**src/hdl/exc_settings.svh**
```systemverilog
`ifndef EXC_SETTINGS_SVH
`define EXC_SETTINGS_SVH

// Vector base while Status.BEV is set
`define BOOT_EXC_VEC      32'hBFC0_0200

// Offsets added to the vector base
`define VEC_REFILL        32'h0000_0000
`define VEC_GENERAL       32'h0000_0180
`define VEC_SPECIAL_INT   32'h0000_0200

// Flops on each hardware interrupt pin
`define INT_SYNC_STAGES   2

`endif
```
**src/hdl/cp0_pkg.sv**
```systemverilog
package cp0_pkg;

    typedef logic [4:0] cp0_reg_t;

    // Register numbers with EBase at sel 1 of reg 15
    localparam cp0_reg_t CP0_BADVADDR = 5'd8;
    localparam cp0_reg_t CP0_ENTRYHI  = 5'd10;
    localparam cp0_reg_t CP0_STATUS   = 5'd12;
    localparam cp0_reg_t CP0_CAUSE    = 5'd13;
    localparam cp0_reg_t CP0_EPC      = 5'd14;
    localparam cp0_reg_t CP0_EBASE    = 5'd15;

    // Status fields
    localparam int ST_IE  = 0;
    localparam int ST_EXL = 1;
    localparam int ST_IM  = 8;  // Low bit of IM[7:0]
    localparam int ST_BEV = 22;

    // Cause fields
    localparam int CA_EXC = 2;  // Low bit of ExcCode
    localparam int CA_IP  = 8;  // Low bit of IP[7:0]
    localparam int CA_BD  = 31;

endpackage

```
**src/hdl/mips_arch_pkg.sv**
```systemverilog
package mips_arch_pkg;

    typedef logic [31:0] word_t;     // Address or data word
    typedef logic [7:0]  asid_t;
    typedef logic [4:0]  exc_code_t; // Cause.ExcCode
    typedef logic [7:0]  int_vec_t;  // {hw[5:0], sw[1:0]}
    typedef logic [19:0] ebase_t;    // EBase[31:12]

    // Architectural ExcCode encodings
    localparam exc_code_t EXC_INT  = 5'd0;
    localparam exc_code_t EXC_MOD  = 5'd1;
    localparam exc_code_t EXC_TLBL = 5'd2;
    localparam exc_code_t EXC_TLBS = 5'd3;
    localparam exc_code_t EXC_ADEL = 5'd4;
    localparam exc_code_t EXC_ADES = 5'd5;
    localparam exc_code_t EXC_SYS  = 5'd8;
    localparam exc_code_t EXC_BP   = 5'd9;
    localparam exc_code_t EXC_RI   = 5'd10;
    localparam exc_code_t EXC_CPU  = 5'd11;
    localparam exc_code_t EXC_OV   = 5'd12;

endpackage

```
**src/hdl/exc_commit_if.sv**
```systemverilog
`timescale 1ns/1ps

interface exc_commit_if;

    logic                   wr_exp;     // Record a real exception
    logic                   clean_exl;  // ERET
    mips_arch_pkg::word_t   epc;
    mips_arch_pkg::exc_code_t code;
    logic                   bd;
    mips_arch_pkg::word_t   bad_vaddr;
    logic                   badv_we;
    mips_arch_pkg::asid_t   asid;
    logic                   asid_we;

    modport ctrl (
        output wr_exp, clean_exl,
        output epc, code, bd,
        output bad_vaddr, badv_we,
        output asid, asid_we
    );

    modport regs (
        input wr_exp, clean_exl,
        input epc, code, bd,
        input bad_vaddr, badv_we,
        input asid, asid_we
    );

endinterface

```
**src/hdl/exc_top.sv**
```systemverilog
`timescale 1ns/1ps
`default_nettype none

module exc_top (
    input  logic                        clk,
    input  logic                        rst,
    input  logic                        inst_valid,
    input  logic                        is_real_inst,
    input  mips_arch_pkg::word_t        pc,
    input  mips_arch_pkg::word_t        mem_vaddr,
    input  logic                        in_delayslot,
    input  logic                        iaddr_illegal,
    input  logic                        iaddr_miss,
    input  logic                        iaddr_invalid,
    input  logic                        syscall,
    input  logic                        break_inst,
    input  logic                        invalid_inst,
    input  logic                        cpu_unusable,
    input  logic                        overflow,
    input  logic                        eret,
    input  logic                        daddr_illegal,
    input  logic                        daddr_miss,
    input  logic                        daddr_invalid,
    input  logic                        daddr_dirty,
    input  logic                        data_we,
    input  mips_arch_pkg::asid_t        if_asid,
    input  mips_arch_pkg::asid_t        mm_asid,
    input  logic                        if_exl,
    input  logic                        mm_exl,
    input  logic                        special_int_vec,
    input  logic [5:0]                  hw_int,
    input  logic                        mtc0_we,
    input  cp0_pkg::cp0_reg_t           mtc0_addr,
    input  mips_arch_pkg::word_t        mtc0_data,
    input  cp0_pkg::cp0_reg_t           mfc0_addr,
    output mips_arch_pkg::word_t        mfc0_data,
    output logic                        flush,
    output mips_arch_pkg::word_t        new_pc,
    output mips_arch_pkg::exc_code_t    exc_code
);

    logic                       status_exl;
    logic                       status_ie;
    logic                       status_bev;
    mips_arch_pkg::ebase_t      ebase;
    mips_arch_pkg::word_t       epc_out;
    mips_arch_pkg::int_vec_t    int_mask;
    logic [1:0]                 soft_int;
    logic [5:0]                 hw_ip;
    mips_arch_pkg::int_vec_t    pending;
    logic                       allow_int;

    exc_commit_if commit ();

    exception exception_i (
        .inst_valid, .is_real_inst, .pc, .mem_vaddr, .in_delayslot,
        .iaddr_illegal, .iaddr_miss, .iaddr_invalid,
        .syscall, .break_inst, .invalid_inst, .cpu_unusable, .overflow, .eret,
        .daddr_illegal, .daddr_miss, .daddr_invalid, .daddr_dirty, .data_we,
        .if_asid, .mm_asid, .if_exl, .mm_exl,
        .pending, .allow_int, .status_bev, .special_int_vec, .ebase, .epc_out,
        .flush, .new_pc, .exc_code,
        .commit (commit)
    );

    cp0_regs cp0_regs_i (
        .clk, .rst,
        .mtc0_we, .mtc0_addr, .mtc0_data, .mfc0_addr, .hw_ip,
        .commit (commit),
        .mfc0_data, .status_exl, .status_ie, .status_bev,
        .ebase, .epc_out, .int_mask, .soft_int
    );

    int_pending int_pending_i (
        .clk, .rst, .hw_int, .soft_int, .int_mask, .status_ie, .status_exl,
        .hw_ip, .pending, .allow_int
    );

endmodule

```
**src/hdl/exception.sv**
```systemverilog
`timescale 1ns/1ps
`default_nettype none
`include "exc_settings.svh"

module exception (
    input  logic                        inst_valid,
    input  logic                        is_real_inst,
    input  mips_arch_pkg::word_t        pc,
    input  mips_arch_pkg::word_t        mem_vaddr,
    input  logic                        in_delayslot,
    input  logic                        iaddr_illegal,
    input  logic                        iaddr_miss,
    input  logic                        iaddr_invalid,
    input  logic                        syscall,
    input  logic                        break_inst,
    input  logic                        invalid_inst,
    input  logic                        cpu_unusable,
    input  logic                        overflow,
    input  logic                        eret,
    input  logic                        daddr_illegal,
    input  logic                        daddr_miss,
    input  logic                        daddr_invalid,
    input  logic                        daddr_dirty,
    input  logic                        data_we,
    input  mips_arch_pkg::asid_t        if_asid,
    input  mips_arch_pkg::asid_t        mm_asid,
    input  logic                        if_exl,
    input  logic                        mm_exl,
    input  mips_arch_pkg::int_vec_t     pending,
    input  logic                        allow_int,
    input  logic                        status_bev,
    input  logic                        special_int_vec,
    input  mips_arch_pkg::ebase_t       ebase,
    input  mips_arch_pkg::word_t        epc_out,
    output logic                        flush,
    output mips_arch_pkg::word_t        new_pc,
    output mips_arch_pkg::exc_code_t    exc_code,
    exc_commit_if.ctrl                  commit
);

    mips_arch_pkg::word_t exc_base;
    logic                 take_int;

    assign exc_base = status_bev ? `BOOT_EXC_VEC : {ebase, 12'b0};
    assign take_int = is_real_inst && allow_int && (pending != '0);

    assign commit.epc = in_delayslot ? (pc - 32'd4) : pc;
    assign commit.bd  = in_delayslot;
    assign commit.code = exc_code;

    always_comb begin
        flush             = 1'b0;
        commit.wr_exp     = 1'b0;
        commit.clean_exl  = 1'b0;
        commit.badv_we    = 1'b0;
        commit.bad_vaddr  = '0;
        commit.asid_we    = 1'b0;
        commit.asid       = '0;
        exc_code          = mips_arch_pkg::EXC_INT;
        new_pc            = exc_base + `VEC_GENERAL;
        if (inst_valid) begin
            flush         = 1'b1;
            commit.wr_exp = 1'b1;
            if (take_int) begin
                if (special_int_vec)
                    new_pc = exc_base + `VEC_SPECIAL_INT;
            end else if (iaddr_illegal) begin
                commit.bad_vaddr = pc;
                commit.badv_we   = 1'b1;
                exc_code         = mips_arch_pkg::EXC_ADEL;
            end else if (iaddr_miss || iaddr_invalid) begin
                if (iaddr_miss && !if_exl)
                    new_pc = exc_base + `VEC_REFILL;  // Refill only outside EXL
                commit.bad_vaddr = pc;
                commit.badv_we   = 1'b1;
                commit.asid      = if_asid;
                commit.asid_we   = 1'b1;
                exc_code         = mips_arch_pkg::EXC_TLBL;
            end else if (syscall) begin
                exc_code = mips_arch_pkg::EXC_SYS;
            end else if (break_inst) begin
                exc_code = mips_arch_pkg::EXC_BP;
            end else if (invalid_inst) begin
                exc_code = mips_arch_pkg::EXC_RI;
            end else if (cpu_unusable) begin
                exc_code = mips_arch_pkg::EXC_CPU;
            end else if (overflow) begin
                exc_code = mips_arch_pkg::EXC_OV;
            end else if (eret) begin
                // Return path records no state
                commit.wr_exp    = 1'b0;
                commit.clean_exl = 1'b1;
                new_pc           = epc_out;
            end else if (daddr_illegal) begin
                commit.bad_vaddr = mem_vaddr;
                commit.badv_we   = 1'b1;
                exc_code = data_we ? mips_arch_pkg::EXC_ADES : mips_arch_pkg::EXC_ADEL;
            end else if (daddr_miss || daddr_invalid) begin
                if (daddr_miss && !mm_exl)
                    new_pc = exc_base + `VEC_REFILL;
                commit.bad_vaddr = mem_vaddr;
                commit.badv_we   = 1'b1;
                commit.asid      = mm_asid;
                commit.asid_we   = 1'b1;
                exc_code = data_we ? mips_arch_pkg::EXC_TLBS : mips_arch_pkg::EXC_TLBL;
            end else if (daddr_dirty) begin
                commit.bad_vaddr = mem_vaddr;
                commit.badv_we   = 1'b1;
                commit.asid      = mm_asid;
                commit.asid_we   = 1'b1;
                exc_code         = mips_arch_pkg::EXC_MOD;  // Store to clean page
            end else begin
                flush         = 1'b0;
                commit.wr_exp = 1'b0;
            end
        end
    end

endmodule

```
**src/hdl/cp0_regs.sv**
```systemverilog
`timescale 1ns/1ps
`default_nettype none

module cp0_regs (
    input  logic                        clk,
    input  logic                        rst,
    input  logic                        mtc0_we,
    input  cp0_pkg::cp0_reg_t           mtc0_addr,
    input  mips_arch_pkg::word_t        mtc0_data,
    input  cp0_pkg::cp0_reg_t           mfc0_addr,
    input  logic [5:0]                  hw_ip,
    exc_commit_if.regs                  commit,
    output mips_arch_pkg::word_t        mfc0_data,
    output logic                        status_exl,
    output logic                        status_ie,
    output logic                        status_bev,
    output mips_arch_pkg::ebase_t       ebase,
    output mips_arch_pkg::word_t        epc_out,
    output mips_arch_pkg::int_vec_t     int_mask,
    output logic [1:0]                  soft_int
);

    logic                       st_bev;
    logic                       st_exl;
    logic                       st_ie;
    mips_arch_pkg::int_vec_t    st_im;
    logic                       ca_bd;
    logic [1:0]                 ca_ip_sw;  // Software interrupt bits
    mips_arch_pkg::exc_code_t   ca_exc;
    mips_arch_pkg::word_t       epc_q;
    mips_arch_pkg::word_t       badvaddr_q;
    logic [18:0]                ehi_vpn2;
    mips_arch_pkg::asid_t       ehi_asid;
    mips_arch_pkg::ebase_t      ebase_q;
    mips_arch_pkg::word_t       status_rd;
    mips_arch_pkg::word_t       cause_rd;

    always_ff @(posedge clk) begin
        if (rst) begin
            st_bev     <= 1'b1;
            st_exl     <= 1'b1;
            st_ie      <= 1'b0;
            st_im      <= '0;
            ca_bd      <= 1'b0;
            ca_ip_sw   <= '0;
            ca_exc     <= '0;
            epc_q      <= '0;
            badvaddr_q <= '0;
            ehi_vpn2   <= '0;
            ehi_asid   <= '0;
            ebase_q    <= '0;
        end else begin
            if (mtc0_we) begin
                case (mtc0_addr)
                    cp0_pkg::CP0_STATUS: begin
                        st_bev <= mtc0_data[cp0_pkg::ST_BEV];
                        st_im  <= mtc0_data[cp0_pkg::ST_IM +: 8];
                        st_exl <= mtc0_data[cp0_pkg::ST_EXL];
                        st_ie  <= mtc0_data[cp0_pkg::ST_IE];
                    end
                    cp0_pkg::CP0_CAUSE:   ca_ip_sw <= mtc0_data[cp0_pkg::CA_IP +: 2];
                    cp0_pkg::CP0_EPC:     epc_q    <= mtc0_data;
                    cp0_pkg::CP0_ENTRYHI: begin
                        ehi_vpn2 <= mtc0_data[31:13];
                        ehi_asid <= mtc0_data[7:0];
                    end
                    cp0_pkg::CP0_EBASE:   ebase_q  <= mtc0_data[31:12];
                    default: ;  // BadVAddr is read only
                endcase
            end
            // Exception commit wins over a same-cycle mtc0
            if (commit.wr_exp) begin
                st_exl <= 1'b1;
                ca_bd  <= commit.bd;
                ca_exc <= commit.code;
                epc_q  <= commit.epc;
                if (commit.badv_we)
                    badvaddr_q <= commit.bad_vaddr;
                if (commit.asid_we)
                    ehi_asid <= commit.asid;
            end else if (commit.clean_exl) begin
                st_exl <= 1'b0;
            end
        end
    end

    always_comb begin
        status_rd = '0;
        status_rd[cp0_pkg::ST_BEV]    = st_bev;
        status_rd[cp0_pkg::ST_IM +: 8] = st_im;
        status_rd[cp0_pkg::ST_EXL]    = st_exl;
        status_rd[cp0_pkg::ST_IE]     = st_ie;
        cause_rd = '0;
        cause_rd[cp0_pkg::CA_BD]      = ca_bd;
        cause_rd[cp0_pkg::CA_IP +: 8] = {hw_ip, ca_ip_sw};  // IP[7:2] tracks the pins
        cause_rd[cp0_pkg::CA_EXC +: 5] = ca_exc;
    end

    always_comb begin
        case (mfc0_addr)
            cp0_pkg::CP0_BADVADDR: mfc0_data = badvaddr_q;
            cp0_pkg::CP0_ENTRYHI:  mfc0_data = {ehi_vpn2, 5'b0, ehi_asid};
            cp0_pkg::CP0_STATUS:   mfc0_data = status_rd;
            cp0_pkg::CP0_CAUSE:    mfc0_data = cause_rd;
            cp0_pkg::CP0_EPC:      mfc0_data = epc_q;
            cp0_pkg::CP0_EBASE:    mfc0_data = {ebase_q, 12'b0};
            default:               mfc0_data = '0;
        endcase
    end

    assign status_exl = st_exl;
    assign status_ie  = st_ie;
    assign status_bev = st_bev;
    assign ebase      = ebase_q;
    assign epc_out    = epc_q;
    assign int_mask   = st_im;
    assign soft_int   = ca_ip_sw;

endmodule

```
**src/hdl/int_pending.sv**
```systemverilog
`timescale 1ns/1ps
`default_nettype none
`include "exc_settings.svh"

module int_pending (
    input  logic                        clk,
    input  logic                        rst,
    input  logic [5:0]                  hw_int,
    input  logic [1:0]                  soft_int,
    input  mips_arch_pkg::int_vec_t     int_mask,
    input  logic                        status_ie,
    input  logic                        status_exl,
    output logic [5:0]                  hw_ip,
    output mips_arch_pkg::int_vec_t     pending,
    output logic                        allow_int
);

    // Stage 0 samples the raw pins
    logic [`INT_SYNC_STAGES-1:0][5:0] sync_q;

    always_ff @(posedge clk) begin
        if (rst)
            sync_q <= '0;
        else
            sync_q <= {sync_q[`INT_SYNC_STAGES-2:0], hw_int};
    end

    assign hw_ip = sync_q[`INT_SYNC_STAGES-1];

    // Masked by Status.IM
    assign pending = {hw_ip, soft_int} & int_mask;

    assign allow_int = status_ie && !status_exl;

endmodule

```
**config.mk**
```make
export PLATFORM = sky130hd
export DESIGN_NAME = exc_top
export DESIGN_NICKNAME = d
export VERILOG_FILES = /design/src/hdl/cp0_pkg.sv /design/src/hdl/mips_arch_pkg.sv /design/src/hdl/exc_commit_if.sv /design/src/hdl/exc_top.sv /design/src/hdl/exception.sv /design/src/hdl/cp0_regs.sv /design/src/hdl/int_pending.sv
export VERILOG_INCLUDE_DIRS = /design/src /design/src/hdl
export SDC_FILE = /design/constraint.sdc
export NUM_CORES = 1
export LEC_CHECK = 0
export BUFFER_PORTS_ARGS = -buffer_cell sky130_fd_sc_hd__buf_2
export CORE_UTILIZATION = 45
export CTS_BUF_LIST = sky130_fd_sc_hd__clkbuf_4
export CTS_CLUSTER_SIZE = 24
export DETAILED_ROUTE_END_ITERATION = 16
export PLACE_DENSITY = 0.79
export RECOVER_POWER = 25
export SYNTH_ARGS = -nofsm -noshare
export SYNTH_HDL_FRONTEND = slang
export SYNTH_SLANG_ARGS = --single-unit
```
**constraint.sdc**
```tcl
create_clock -name clk -period 1.99 [get_ports clk]
set_input_delay 0.199 -clock clk [delete_from_list [all_inputs] [get_ports clk]]
set_output_delay 0.199 -clock clk [all_outputs]
set_load 0.005 [all_outputs]
```
# Yosys cells after proc, flatten, opt, wreduce, memory -nomap -nowiden

Index checks and enable logic that the tools add are counted.

Bits in registers: 142
Input port bits: 151
Logic and storage cells: 174

Add/sub/neg operators: 3
Eq/ne operators: 11
Muxes and demuxes: 122
Bitwise operators: 1
Reduce and logical (&&, ||, !) cells: 23

Operator list:

| kind                                                                 | number |
|---|---|
| 32-bit 2-to-1 mux                                                    | 33 |
| 32-bit one-hot mux with 6 select lines                               | 1 |
| 8-bit 2-to-1 mux                                                     | 17 |
| 5-bit 2-to-1 mux                                                     | 12 |
| 1-bit 2-to-1 mux                                                     | 59 |
| 5-bit by 4-bit == test with 1-bit output, second input constant      | 11 |
| 32-bit by 10-bit adder with 32-bit output, second input constant     | 1 |
| 32-bit by 9-bit adder with 32-bit output, second input constant      | 1 |
| 32-bit by 3-bit subtractor with 32-bit output, second input constant | 1 |
| 2-bit AND reduction                                                  | 7 |
| 8-bit AND                                                            | 1 |
| 2-bit nonzero test                                                   | 4 |
| 8-bit nonzero test                                                   | 1 |
| 1-bit logical AND                                                    | 5 |
| 1-bit zero test                                                      | 3 |
| 1-bit logical OR                                                     | 2 |
| 2-bit OR reduction                                                   | 1 |

# Logic depth before layout (Yosys ltp)

Word-level depth: 15
Mapped depth: 8

# Hierarchy

From an unflattened synthesis, not the netlist that was laid out.

Cell total of the unflattened synthesis: 1125
Area total of the unflattened synthesis: 8495.6 µm²

Modules (own cells, without submodules):

| module      | instances | cells an instance | area an instance (µm²) | seq. area each (µm²) |
|---|---|---|---|---|
| cp0_regs    | 1         | 728               | 5988.2                 | 2602.5 |
| exception   | 1         | 357               | 2039.5                 | 0.0 |
| int_pending | 1         | 40                | 467.9                  | 240.2 |

# Least setup slack after synthesis

Ideal clock, no wire load.

Path type: input to output
Start point: input cpu_unusable
End point: output new_pc[21]
Arrival: 1.696 ns
Data required time: 1.791 ns
Slack: 0.095 ns
Stages: 7
Buffers on the path: 2
Cell sequence: or4_4 -> nor4_4 -> o211a_1 -> buf_4 -> buf_4 -> nand2_1 -> o21ai_0

Longest elaborated chain between the ends: 8

RTL lines:

| what               | RTL line        | source |
|---|---|---|
| start: declaration | exc_top.sv:18   | `input logic cpu_unusable,` |
| 32-bit 2-to-1 mux  | exception.sv:85 | `end else if (cpu_unusable) begin` |
| 32-bit 2-to-1 mux  | exception.sv:83 | `end else if (invalid_inst) begin` |
| 32-bit 2-to-1 mux  | exception.sv:81 | `end else if (break_inst) begin` |
| 32-bit 2-to-1 mux  | exception.sv:79 | `end else if (syscall) begin` |
| 32-bit 2-to-1 mux  | exception.sv:71 | `end else if (iaddr_miss \|\| iaddr_invalid) begin` |
| 32-bit 2-to-1 mux  | exception.sv:67 | `end else if (iaddr_illegal) begin` |
| 32-bit 2-to-1 mux  | exception.sv:64 | `if (take_int) begin` |
| 32-bit 2-to-1 mux  | exception.sv:61 | `if (inst_valid) begin` |
| end: declaration   | exc_top.sv:38   | `output mips_arch_pkg::word_t new_pc,` |

No other way between the ends.

# Worst setup path after layout

Start point: register cp0_regs_i.ca_ip_sw[1] (netlist: cp0_regs_i.soft_int[1])
End point: output new_pc[30]

Longest elaborated chain between the ends: 5

RTL lines:

| what                     | RTL line          | source |
|---|---|---|
| start: declaration       | cp0_regs.sv:28    | `logic [1:0] ca_ip_sw;` |
| start signal: assignment | cp0_regs.sv:61    | `cp0_pkg::CP0_CAUSE: ca_ip_sw <= mtc0_data[cp0_pkg::CA_IP +: 2];` |
| 8-bit AND                | int_pending.sv:31 | `assign pending = {hw_ip, soft_int} & int_mask;` |
| 8-bit nonzero test       | exception.sv:45   | `assign take_int = is_real_inst && allow_int && (pending != '0);` |
| 1-bit logical AND        | exception.sv:45   |  |
| 32-bit 2-to-1 mux        | exception.sv:64   |  |
| 32-bit 2-to-1 mux        | exception.sv:61   |  |

No other way between the ends.

==> summary by stage <==
Timing
The count of pins over their slew limit is 0. The count of final setup violators is 106. Setup repair after global routing could not meet its margin everywhere. The final number of hold-violating endpoints is 0. The shortest clock period the worst path allows after layout is approximately 2.6 ns. After layout, the worst path uses 131% of the clock period. The total negative slack is -23.59 ns. Setup slack on the critical path of the routed design comes to -0.615 ns.

For the pin with the worst max-slew slack, the measured transition is 1.37 ns. The worst hold slack is ~0.0095 ns. In this run the tightest slew margin relative to its limit is around 8.7%. The highest clock frequency the design can meet is between 300 and 400 MHz. The setup clock skew after layout is about 0.024 ns.

Global route
The maximum number of pins on one net before global-route repair is 46. The number of antenna violations at the first check in global routing is 4. The first-pass GRT wire length is roughly 49000 microns. The combined global-route utilization of all metal layers is 35.3%. The total grt overflow is 0. The via count of the first global-routing pass is between 9000 and 10000.

Setup path
The timing startpoint of the critical path is cp0_regs_i.soft_int[1]. The endpoint required time on the critical path is 1.79 ns. The stage delay of the slowest cell on the critical path is approximately 0.35 ns. The type of element launching the critical path is a flop. On the critical path, the stage with the largest delay is an instance of dfxtp_2. The worst register-to-register path has a depth of 12. The reg-to-reg critical path endpoint is cp0_regs_i.epc_out[18].

In this run the worst path has a maximum fanout of 19. The worst register-to-register path begins at cp0_regs_i.soft_int[1]. Following the worst setup path forward leads to its endpoint at new_pc[30]. Walking the worst path, the cells encountered are a22oi_2 -> and4_4 -> buf_6 -> o211a_4 -> buf_12 -> nand2_1 -> o21ai_1 -> buf_2. The worst setup path is captured at a primary output. The reg2reg setup slack is -0.16 ns. The data arrival time at the worst-slack endpoint is about 2.4 ns. The type of the worst setup path is flop to primary output.

Clock tree
No sink is reached through more buffers than the 2 on the longest clock path. The maximum level of the CTS H-tree is 4. The latest clock arrival within the worst-skew pair is 0.59 ns. TritonCTS built the clock tree.

The clock root buffer is clkbuf_4. The clock input transition at the sequential cells of the worst setup and hold paths is around 0.13 ns. Buffers inserted during clock tree synthesis total 17. Clock tree synthesis found a total of about 140 sinks.

Run status
The final reports fail on setup timing. The run finished, with violations left.

Route
The detailed router's first-iteration violation count is between 1000 and 1500. The detailed-router iteration count before antenna repair is 9. The routed length per placed instance is between 20 and 25 microns. The number of nets still failing antenna checks after routing is 0. The DRC violation count after routing is 0. Detailed routing inserted a total of just under 10000 vias. The final routed wirelength across all metal layers is between 30000 and 40000 microns. The via density per instance is 6.25.

Min path
In this run the worst hold path is classified as input port to flop. The startpoint identified for the worst hold timing path is if_asid[1].

Floorplanning
between 200 and 250 I/O pins were placed. The floorplan row count is between 40 and 50. The starting density of the core is 46.1%. The height of the die is between 100 and 150 microns. The region available for standard cell placement spans 17400 sq um. The die is ~140 microns wide. The die covers between 15000 and 20000 sq um.

Run
The max-capacitance violation count is 0.

Synth
In this run, synthesis produced a sequential element count of 141. Of all flip-flops after synthesis, the portion carrying an async set or reset was 0%. In the synthesized netlist, the number of instances is 978. The predominant post-synthesis flop cell is dfxtp_1. The sequential share of the synthesized area is approximately a third. The number of distinct library cells after synthesis is 72. The summed instance area of the synthesized netlist is 8000 sq um. The net count after synthesis is approximately 1100.

By area the synthesized netlist is led by dfxtp_1 35%, a22oi_1 7.3%, mux2i_1 6.8%. The total number of yosys warnings is 0. The top cell type by area accounts for roughly a third of the synthesized area. The average cell area after synthesis is roughly 8 sq um. The biggest area contributor in the post-synthesis netlist is dfxtp_1. The number of synthesized flops with an enable pin is 0.

Power and ir drop
In this run the static leakage power is about 4.8 nW. The power density over the cells is 535 nW/um^2. The peak supply drop is roughly 0.42 mV.

Place
Once detailed placement completed, the half-perimeter wirelength came to approximately 21000 microns. The number of buffers added on ports is 219. The final weighted congestion in routability-driven placement is 0.937.

Layout
The area occupied by multi-input gates is approximately 5400 sq um. Compared with the post-synthesis result, the final layout area differs by 52.7%. The net count reported at finish is 1500. The fraction of final layout cells with drive strength greater than 1 is roughly two fifths. Summing all flip-flop and latch instances after layout gives 2830 sq um. The filler cells instantiated in the layout total about 1300.
==> cell usage in the layout, fill, tap and decap left out, types with 9 or more instances in the layout <==
master	n
clkbuf_4	19
a22oi_1	74
nand2b_1	14
nor2_4	16
nand2_1	118
buf_4	77
a21oi_1	64
buf_6	26
a21o_1	10
nor2_2	16
o21ai_1	16
nor2_1	67
buf_12	12
a211oi_2	44
inv_1	10
dlygate4sd3_1	77
buf_2	216
xnor2_1	12
dfxtp_1	134
xor2_1	11
nor2b_1	14
o21ai_0	35
nor4_1	9
nor3_1	10
mux2i_1	54
==> routing by layer <==
layer,vias up,track usage [%],share of wire [%]
met3,194,8.87,10
li1,4321,-,-
met1,4630,44.8,38
met2,764,54.9,45
met5,-,0,0.037
met4,2,19.2,6.1
==> flip-flops by register name, summed over array words and instances, names as in the netlist <==
name                   cells
cp0_regs_i.badvaddr_q     32
cp0_regs_i.epc_out        32
cp0_regs_i.ebase          20
cp0_regs_i.ehi_vpn2       19
cp0_regs_i.ehi_asid        8
cp0_regs_i.int_mask        8
int_pending_i.hw_ip        6
int_pending_i.sync_q       6
cp0_regs_i.ca_exc          4
cp0_regs_i.soft_int        2
cp0_regs_i.ca_bd           1
cp0_regs_i.status_bev      1
cp0_regs_i.status_exl      1
cp0_regs_i.status_ie       1
==> synth_stat cells, types with 11 or more instances <==
library cell / number
dfxtp_1: 141
nand2_1: 126
nor2_1: 98
a22oi_1: 78
a21oi_1: 68
o21ai_0: 59
mux2i_1: 54
clkbuf_1: 52
a211oi_1: 48
buf_2: 15
nand2b_1: 14
nor2b_1: 14
buf_4: 13
nor3_1: 13
xnor2_1: 12
inv_1: 11
xor2_1: 11
==> metrics by stage <==
| stage | power, W | utilization (%) | setup slack, ns | instances | area [sq um] |
|---|---|---|---|---|---|
| after floorplan | 0.00358 | - | 0.0952 | 978 | 8000 |
| after global placement | 0.00408 | 57.1 | -0.243 | 1441 | 9910 |
| after detailed placement | 0.00410 | 57.1 | -0.256 | 1441 | 9910 |
| after CTS | 0.00623 | 65.9 | -0.484 | 1568 | 11400 |
| after global routing | 0.00672 | 70.4 | -0.621 | 1587 | 12200 |
| final | 0.00653 | 70.4 | -0.615 | 1587 | 12200 |
==> worst max-delay path, delay by kind of cell (launching register included) <==
family	cells	cell delay (ns)
simple gates	2	0.41
buf+inv	3	0.45
compound gates	3	0.58
flops	1	0.35
==> cell families after synthesis <==
logic type	Yosys count	synth area share, %
other	1	0.0469
adders and majority gates	2	0.313
and+or+nand+nor	342	21.4
buffers and inverters	93	5.24
AOI/OAI and AO/OA	315	27.4
DFF	141	35.3
xor gates and xnor gates	23	2.52
muxes	61	7.74
==> power breakdown <==
group / total, W / switching, W / internal, W / leakage (nW)
Clock: 0.00199 / 0.00111 / 0.000881 / 0.155
Combinational: 0.00147 / 0.000767 / 0.000708 / 3.51
Sequential: 0.00307 / 0.000108 / 0.00296 / 1.16
==> worst min-delay path by stage <==
stage                                           end  slack (ns)  cells past startpoint
final                        cp0_regs_i.ehi_asid[1]        0.01                      3
after global routing      cp0_regs_i.badvaddr_q[23]       0.009                      3
after CTS                  cp0_regs_i.badvaddr_q[1]     0.00004                      3
after detailed placement    int_pending_i.sync_q[4]        0.41                      2
after floorplan             int_pending_i.sync_q[0]        0.33                      1
after global placement      int_pending_i.sync_q[5]        0.41                      2
==> repair_timing <==
item	in CTS	in global routing
gates cloned	7	11
gates resized for setup	68	138
hold buffers	77	0
setup buffers	13	9
endpoints found under the hold margin	104	0
pin swaps	20	58
endpoints found under the setup margin	69	108
==> layout make-up <==
| type | count | share of cell area [%] |
|---|---|---|
| antenna | 2 | 0.0410 |
| clock buffer | 19 | 1.17 |
| clock inverter | 13 | 1.22 |
| inverter | 11 | 0.338 |
| multi-input combinational | 745 | 44.0 |
| sequential | 141 | 23.2 |
| tap | 225 | 2.30 |
| timing repair buffer | 431 | 27.7 |
No activity file was read; power rests on OpenSTA's default activity.
